===== src/include/fpm_config.svh =====
/*
	FPM exponent unit constants
	datapath widths, alignment limit and per-operation step counts
*/

`ifndef FPM_CONFIG_SVH
`define FPM_CONFIG_SVH

`define FPM_EXP_WIDTH 8
`define FPM_FIC_WIDTH 6

// exponent difference that shifts the whole mantissa out
`define FPM_ALIGN_LIMIT 40

// step counts loaded by the preparation step
`define FPM_FIC_MF 39
`define FPM_FIC_DF 40
`define FPM_FIC_MW 16
`define FPM_FIC_DW 17

`endif


===== src/rtl/fpm_pkg.sv =====
/*
	FPM exponent unit shared types
	opcode, exponent, micro-step control, decoded operation and indicator
	flag types used across the exponent and sequencing datapath
*/

`include "fpm_config.svh"

package fpm_pkg;

	// arithmetic opcode field
	typedef logic [2:0] fp_opcode_t;

	// D register value, two guard bits over the exponent
	typedef logic signed [`FPM_EXP_WIDTH+1:0] exp_t;

	// one line per operation, opcode 0 at the top
	typedef struct packed {
		logic ad;
		logic sd;
		logic mw;
		logic dw;
		logic af;
		logic sf;
		logic mf;
		logic df;
	} fp_ops_t;

	typedef struct packed {
		logic ff;	// any floating operation
		logic ss;	// any fixed operation
		logic puf;	// any arithmetic unit operation
	} fp_class_t;

	// micro-step strobes, each a single-cycle pulse
	typedef struct packed {
		logic ld_d;
		logic lkb;
		logic ld_b;
		logic fcb;
		logic scc;
		logic pc8;
		logic prep;
		logic align;
		logic step;
		logic exp_chk;
		fp_opcode_t opcode;
	} fpm_ctrl_t;

	typedef struct packed {
		logic g;
		logic wdt;
		logic wt;
		logic fi1;
		logic fi2;
	} fpm_flags_t;

endpackage


===== src/rtl/fpm_op_decoder.sv =====
/*
	FPM instruction decoder
	one-hot decode of the arithmetic opcode into eight operation lines,
	plus the floating, fixed and arithmetic-unit class lines
*/

`timescale 1ns/10ps

module fpm_op_decoder (
	input  fpm_pkg::fp_opcode_t opcode,
	input  logic                pufa,
	input  logic                nrf,
	output fpm_pkg::fp_ops_t    ops,
	output fpm_pkg::fp_class_t  op_class
);

	logic [7:0] sel;

	// opcode 0 lands on the top bit (ad)
	always_comb begin
		sel = 8'b1000_0000 >> opcode;
	end

	// decoder is enabled only by an arithmetic unit instruction
	always_comb begin
		if (pufa) begin
			ops = sel;
		end else begin
			ops = '0;
		end
	end

	// top opcode bit marks the floating operations
	always_comb begin
		op_class.ff  = nrf | opcode[2];
		op_class.ss  = pufa & ~opcode[2];
		op_class.puf = pufa | nrf;
	end

endmodule


===== src/rtl/fpm_exp_adder.sv =====
/*
	FPM exponent adder
	D and B registers, four-mode B bus, 10-bit exponent adder,
	L bus into D and the |sum| >= alignment limit detector
*/

`timescale 1ns/10ps

`include "fpm_config.svh"

module fpm_exp_adder (
	input  logic                       wdtwtg_clk,
	input  logic                       _0_f,
	input  fpm_pkg::fpm_ctrl_t         ctrl,
	input  logic [`FPM_EXP_WIDTH-1:0]  w,
	output fpm_pkg::exp_t              d,
	output fpm_pkg::exp_t              sum,
	output logic                       over_limit
);

	import fpm_pkg::*;

	localparam int sign_bit = `FPM_EXP_WIDTH + 1;

	logic [`FPM_EXP_WIDTH-1:0] b;
	logic [`FPM_EXP_WIDTH-1:0] b_bus;
	exp_t                      l_bus;
	logic [sign_bit+1:0]       sum_mag;

	// D register, loaded from the L bus
	always_ff @(posedge wdtwtg_clk or posedge _0_f) begin
		if (_0_f) begin
			d <= '0;
		end else if (ctrl.ld_d) begin
			d <= l_bus;
		end
	end

	// B takes the exponent part of D, guard bits dropped
	always_ff @(posedge wdtwtg_clk or posedge _0_f) begin
		if (_0_f) begin
			b <= '0;
		end else if (ctrl.ld_b) begin
			b <= d[`FPM_EXP_WIDTH-1:0];
		end
	end

	// B bus mode
	always_comb begin
		case ({ctrl.fcb, ctrl.scc})
			2'b00: b_bus = ~b;
			2'b01: b_bus = b;
			2'b10: b_bus = '1;
			default: b_bus = '0;
		endcase
	end

	// B bus sign-extended into the guard bits, wraps in ten bits
	always_comb begin
		sum = d + {{2{b_bus[`FPM_EXP_WIDTH-1]}}, b_bus} + ctrl.pc8;
	end

	// W byte sign-extended, or adder loopback
	always_comb begin
		if (ctrl.lkb) begin
			l_bus = {{2{w[`FPM_EXP_WIDTH-1]}}, w};
		end else begin
			l_bus = sum;
		end
	end

	// magnitude needs one extra bit for the most negative sum
	always_comb begin
		if (sum[sign_bit]) begin
			sum_mag = -{sum[sign_bit], sum};
		end else begin
			sum_mag = {1'b0, sum};
		end
		over_limit = (sum_mag >= `FPM_ALIGN_LIMIT);
	end

endmodule


===== src/rtl/fpm_step_counter.sv =====
/*
	FPM shift-step counter
	loadable up/down counter with synchronous clear and a zero output
*/

`timescale 1ns/10ps

`include "fpm_config.svh"

module fpm_step_counter #(
	parameter int width = `FPM_FIC_WIDTH
) (
	input  logic             wdtwtg_clk,
	input  logic             _0_f,
	input  logic             clear,
	input  logic             load,
	input  logic [width-1:0] load_value,
	input  logic             step,
	input  logic             up,
	output logic             zero
);

	logic [width-1:0] cnt;

	// clear wins over load, load wins over step
	always_ff @(posedge wdtwtg_clk or posedge _0_f) begin
		if (_0_f) begin
			cnt <= '0;
		end else if (clear) begin
			cnt <= '0;
		end else if (load) begin
			cnt <= load_value;
		end else if (step) begin
			// wraps modulo 2**width
			if (up) begin
				cnt <= cnt + 1'b1;
			end else begin
				cnt <= cnt - 1'b1;
			end
		end
	end

	always_comb begin
		zero = (cnt == '0);
	end

endmodule


===== src/rtl/fpm_indicators.sv =====
/*
	FPM alignment indicators and exponent interrupts
	g, wdt and wt captured on the alignment step, step counter load
	selection, and single-cycle exponent overflow/underflow pulses
*/

`timescale 1ns/10ps

`include "fpm_config.svh"

module fpm_indicators (
	input  logic                      wdtwtg_clk,
	input  logic                      _0_f,
	input  fpm_pkg::fpm_ctrl_t        ctrl,
	input  fpm_pkg::fp_ops_t          ops,
	input  fpm_pkg::fp_class_t        op_class,
	input  fpm_pkg::exp_t             d,
	input  fpm_pkg::exp_t             sum,
	input  logic                      over_limit,
	output fpm_pkg::fpm_flags_t       flags,
	output logic                      cnt_clear,
	output logic                      cnt_load,
	output logic [`FPM_FIC_WIDTH-1:0] cnt_value,
	output logic                      cnt_step,
	output logic                      cnt_up
);

	localparam int sign_bit = `FPM_EXP_WIDTH + 1;

	logic align_en;
	logic prep_en;
	logic chk_en;

	// alignment only matters for floating add and subtract
	always_comb begin
		align_en = ctrl.align & (ops.af | ops.sf);
		prep_en  = ctrl.prep & (ops.mf | ops.df | ops.mw | ops.dw);
		chk_en   = ctrl.exp_chk & op_class.ff;
	end

	// indicators and interrupt pulses
	always_ff @(posedge wdtwtg_clk or posedge _0_f) begin
		if (_0_f) begin
			flags <= '0;
		end else begin
			if (align_en) begin
				flags.g   <= over_limit;
				// negative difference, T needs denormalizing
				flags.wdt <= sum[sign_bit];
				// result stays in T
				flags.wt  <= over_limit & ~sum[sign_bit];
			end
			// held low after a pulse so back-to-back checks stay one cycle
			flags.fi2 <= chk_en & (d > 10'sd127) & ~flags.fi2;
			flags.fi1 <= chk_en & (d < -10'sd128) & ~flags.fi1;
		end
	end

	// counter control
	always_comb begin
		cnt_clear = ctrl.align & flags.g;
		cnt_load  = align_en | prep_en;
		cnt_step  = ctrl.step;
		cnt_up    = flags.wdt;
		if (align_en) begin
			cnt_value = sum[`FPM_FIC_WIDTH-1:0];
		end else if (ops.mf) begin
			cnt_value = `FPM_FIC_WIDTH'(`FPM_FIC_MF);
		end else if (ops.df) begin
			cnt_value = `FPM_FIC_WIDTH'(`FPM_FIC_DF);
		end else if (ops.mw) begin
			cnt_value = `FPM_FIC_WIDTH'(`FPM_FIC_MW);
		end else begin
			cnt_value = `FPM_FIC_WIDTH'(`FPM_FIC_DW);
		end
	end

endmodule


===== src/rtl/fpm_exp_unit.sv =====
/*
	FPM exponent and sequencing unit
	connects the instruction decoder, exponent adder, alignment
	indicators and shift-step counter
*/

`timescale 1ns/10ps

`include "fpm_config.svh"

module fpm_exp_unit (
	input  logic                      wdtwtg_clk,
	input  logic                      _0_f,
	input  fpm_pkg::fpm_ctrl_t        ctrl,
	input  logic [`FPM_EXP_WIDTH-1:0] w,
	input  logic                      pufa,
	input  logic                      nrf,
	output fpm_pkg::exp_t             d,
	output fpm_pkg::fp_ops_t          ops,
	output fpm_pkg::fp_class_t        op_class,
	output fpm_pkg::fpm_flags_t       flags,
	output logic                      fic
);

	import fpm_pkg::*;

	exp_t                      sum;
	logic                      over_limit;
	logic                      cnt_clear;
	logic                      cnt_load;
	logic [`FPM_FIC_WIDTH-1:0] cnt_value;
	logic                      cnt_step;
	logic                      cnt_up;

	fpm_op_decoder i_fpm_op_decoder (
		.opcode   (ctrl.opcode),
		.pufa     (pufa),
		.nrf      (nrf),
		.ops      (ops),
		.op_class (op_class)
	);

	fpm_exp_adder i_fpm_exp_adder (
		.wdtwtg_clk (wdtwtg_clk),
		._0_f       (_0_f),
		.ctrl       (ctrl),
		.w          (w),
		.d          (d),
		.sum        (sum),
		.over_limit (over_limit)
	);

	fpm_indicators i_fpm_indicators (
		.wdtwtg_clk (wdtwtg_clk),
		._0_f       (_0_f),
		.ctrl       (ctrl),
		.ops        (ops),
		.op_class   (op_class),
		.d          (d),
		.sum        (sum),
		.over_limit (over_limit),
		.flags      (flags),
		.cnt_clear  (cnt_clear),
		.cnt_load   (cnt_load),
		.cnt_value  (cnt_value),
		.cnt_step   (cnt_step),
		.cnt_up     (cnt_up)
	);

	// fic is high while the step counter sits at zero
	fpm_step_counter #(
		.width (`FPM_FIC_WIDTH)
	) i_fpm_step_counter (
		.wdtwtg_clk (wdtwtg_clk),
		._0_f       (_0_f),
		.clear      (cnt_clear),
		.load       (cnt_load),
		.load_value (cnt_value),
		.step       (cnt_step),
		.up         (cnt_up),
		.zero       (fic)
	);

endmodule


===== config.mk =====
export PLATFORM = sky130hd
export DESIGN_NAME = fpm_exp_unit
export DESIGN_NICKNAME = d
export VERILOG_FILES = /design/src/rtl/fpm_pkg.sv /design/src/rtl/fpm_op_decoder.sv /design/src/rtl/fpm_exp_adder.sv /design/src/rtl/fpm_step_counter.sv /design/src/rtl/fpm_indicators.sv /design/src/rtl/fpm_exp_unit.sv
export VERILOG_INCLUDE_DIRS = /design/src /design/src/include
export SDC_FILE = /design/constraint.sdc
export NUM_CORES = 1
export LEC_CHECK = 0
export BUFFER_PORTS_ARGS = -buffer_cell sky130_fd_sc_hd__buf_2
export CORE_ASPECT_RATIO = 0.8
export CORE_MARGIN = 2
export CORE_UTILIZATION = 45
export DETAILED_ROUTE_END_ITERATION = 8
export PLACE_DENSITY = 0.69
export SYNTH_ARGS = -nofsm -noshare
export SYNTH_HDL_FRONTEND = slang
export SYNTH_SLANG_ARGS = --single-unit

===== constraint.sdc =====
create_clock -name wdtwtg_clk -period 4.34 [get_ports wdtwtg_clk]
set_input_delay 0.868 -clock wdtwtg_clk [delete_from_list [all_inputs] [get_ports wdtwtg_clk]]
set_output_delay 0.868 -clock wdtwtg_clk [all_outputs]
set_load 0.05 [all_outputs]

==> metrics.txt <==
Max Fanout on Critical Path=8; RR Endpoint=i_fpm_indicators.flags[4]; setup bufs post-CTS=0; RSZ-0062 raised after global routing=no; status=complete, no violations; Final Max Tran Viols=0; startpoint class of the critical path=input port; prevailing post-synth register cell=dfrtp_1; CP Capture Type=flop; CTS max path bufs=2; #FFs+latches synth=29; Pleak=1.258 nW; Reg2Reg Depth=10; worst hold stages=1; Mean Syn Cell Area=9.179 µm²; Worst Tran Pin Value=0.6712 ns; first-iteration detailed-routing DRC count=96; Hold Crit Class=flop to flop; Post-Syn Area=0.002212 mm²; die width=82.39 µm; vias in the first global route=1741; die extent in y=66.71 µm; Ant. Diodes=0; via count=1923; CP Class=input port to flop; Max Fclk=310.5 MHz; Max stage delay on crit path=0.47 ns; H-tree levels=2; initial antenna violation count=0; Yosys warnings=0; syn nets=282; relative slew slack=0.5498; Mapped Cells=241; drt drc=0; layout cells sized above 1=0.2653; Initial DRT Pass Iterations=4; Netlist cell types=51; EDFF count, synth=0; Final Power=2.228 mW; Period minus WS final=3.220 ns; Clock Tree Root=clkbuf_8; CTS clock-pin slew for the worst setup and hold paths=0.06 ns; Starting Density=0.4755; fin cells=354; Port-buffer cells=51; max-cap check violation count=0; Routed Antenna Nets=0; TritonCTS buffer count=5; WL/cell=14.10 µm; DP HPWL=3852 µm; Gates resized, CTS repair=0; nets=334; first-pass GRT wire length=8404 µm; P&R area growth vs syn=19.06%; CTS tree=built; Worst-Skew Late Latency=0.29 ns; # setup viols final=0; # hold bufs at CTS=0; pwr dens=846.1 mW/mm²; register area share after synthesis=0.3281; worst r2r src=i_fpm_exp_adder.b[0]; # IOs=52; overall routing resource usage=0.2034; Placer Congestion=0.8413; post-synthesis async set-or-reset flop share=1.000; Final Hold Viols=0; Worst Hold Path EP=i_fpm_indicators.flags[0]; worst path cell trace=buf_2 -> nor2b_1 -> xnor2_1 -> fa_1 -> inv_1 -> fa_1 -> ha_1 -> or3_1 -> a311oi_1 -> o2111a_1 -> a211oi_1; vias per std cell=5.432; pin count of the biggest net entering global routing=30; setup TNS=0 ns; data arrival time of the critical path=3.37 ns; Core Region=0.004652 mm²; Tcrit/Tclk final=0.7420; die area=0.005496 mm²; R2R setup slack=1.45 ns; num rows=22; CP dominant cell by count=fa_1; slowest cell on the critical path=fa_1; Cells after DPL=346; drt total wl=4992 µm; worst vdd ir=508.2 µV; HP Start=i_fpm_indicators.flags[0]; WP data required=4.49 ns; clk sinks=29; clock skew=0.004526 ns; total grt overflow=0
==> per-layer routing <==
layer | part of all wire | vias up | global-route usage | routed length [µm]
met5 | 0 | - | 0 | 0
met1 | 0.50 | 915 | 0.2887 | 2493
li1 | - | 958 | - | -
met2 | 0.44 | 43 | 0.2974 | 2198
met4 | 0.015 | 0 | 0.08125 | 75
met3 | 0.045 | 7 | 0.04472 | 224
==> sequential cells by signal, summed over array words and instances (netlist names) <==
signal                   cells
i_fpm_exp_adder.b            8
i_fpm_indicators.flags       4
i_fpm_exp_adder.d           10
i_fpm_step_counter.cnt       6
i_fpm_indicators.cnt_up      1
==> power breakdown <==
group	total [mW]	switching (mW)	internal (mW)	leakage, nW
logic	1.45	0.910	0.543	0.858
clock network	0.294	0.107	0.187	0.0585
registers	0.480	0.0998	0.380	0.342
total	2.23	1.12	1.11	1.26
==> logic make-up (layout without fill, tap and decap cells) <==
family,Yosys count,after routing,share of synthesized area
AO/OA/AOI/OAI,64,64,0.2031
flip-flops,29,29,0.3281
AND/OR/NAND/NOR,76,76,0.1731
multiplexers,13,13,0.06335
XOR/XNOR,21,21,0.09163
buffers and inverters,22,75,0.04016
adder cells (fa/ha/maj),16,16,0.1007
==> placed cells by master, fill, tap and decap left out, types with 3 or more instances in the layout <==
master,netlist,routed
buf_2,2,51
dfrtp_1,29,29
nor2_1,28,28
a21oi_1,23,23
inv_1,15,15
xnor2_1,14,14
ha_1,13,13
nand2_1,12,12
a21o_1,8,8
nor2b_1,8,8
mux2_2,8,8
xor2_1,6,6
clkbuf_8,0,6
nand2b_1,5,5
o21ai_0,5,5
mux2i_1,5,5
a211oi_1,4,4
nand3_1,4,4
nor3_1,4,4
o21bai_1,3,3
or2_2,3,3
a221oi_1,3,3
fa_1,3,3
==> per-stage QoR <==
step | area, µm² | util | worst slack, ns | hold WS, ns
6_report | 2634 | 0.5662 | 1.120 | 0.4357
2_1_floorplan | 2212 | - | 0.5683 | 0.4578
5_1_grt | 2634 | 0.5662 | 0.9395 | 0.4592
3_3_place_gp | 2517 | 0.5412 | 0.8788 | 0.4203
4_1_cts | 2634 | 0.5662 | 1.127 | 0.4378
3_5_place_dp | 2517 | 0.5412 | 0.8428 | 0.4280
==> synth_stat cells (2+ instances only) <==
cell | number | area [µm²]
a211oi_1 | 4 | 30.03
a21boi_1 | 2 | 15.01
a21o_1 | 8 | 60.06
a21oi_1 | 23 | 115.1
a221oi_1 | 3 | 26.28
buf_2 | 2 | 10.01
clkbuf_1 | 4 | 15.01
dfrtp_1 | 29 | 725.7
fa_1 | 3 | 60.06
ha_1 | 13 | 162.7
inv_1 | 15 | 56.30
mux2_2 | 8 | 90.09
mux2i_1 | 5 | 50.05
nand2_1 | 12 | 45.04
nand2b_1 | 5 | 31.28
nand3_1 | 4 | 20.02
nor2_1 | 28 | 105.1
nor2b_1 | 8 | 50.05
nor3_1 | 4 | 20.02
nor3b_1 | 2 | 15.01
o211ai_1 | 2 | 15.01
o21ai_0 | 5 | 25.02
o21ai_1 | 2 | 10.01
o21bai_1 | 3 | 22.52
or2_2 | 3 | 18.77
xnor2_1 | 14 | 122.6
xor2_1 | 6 | 52.55
==> worst max path at each step <==
stage                        from                         to  slack, ns  depth (start not counted)
final                     ctrl[9]  i_fpm_indicators.flags[4]       1.12                         11
after global routing      ctrl[9]  i_fpm_indicators.flags[4]       0.94                         12
after CTS                 ctrl[9]  i_fpm_indicators.flags[4]       1.13                         11
after detailed placement  ctrl[9]  i_fpm_indicators.flags[4]       0.84                         11
after global placement    ctrl[9]  i_fpm_indicators.flags[4]       0.88                         11
after floorplan              pufa                     ops[6]       0.57                          2
==> critical path: cells and delay by family <==
kind                       cells  cell delay (ns)
AOI/OAI and AO/OA              3             0.56
xor gates and xnor gates       1             0.09
adders and majority gates      3             1.09
buffers and inverters          2             0.23
and+or+nand+nor                2             0.53
==> final cells by class <==
class                      count  area, µm²
inverter                      15      56.30
sequential                    29      725.7
tap                           60      75.07
clock inverter                 1      30.03
timing repair buffer          52      262.8
clock buffer                   7      86.33
multi-input combinational    190       1398
fill                         412       2018
No activity file was read; power rests on OpenSTA's default activity.
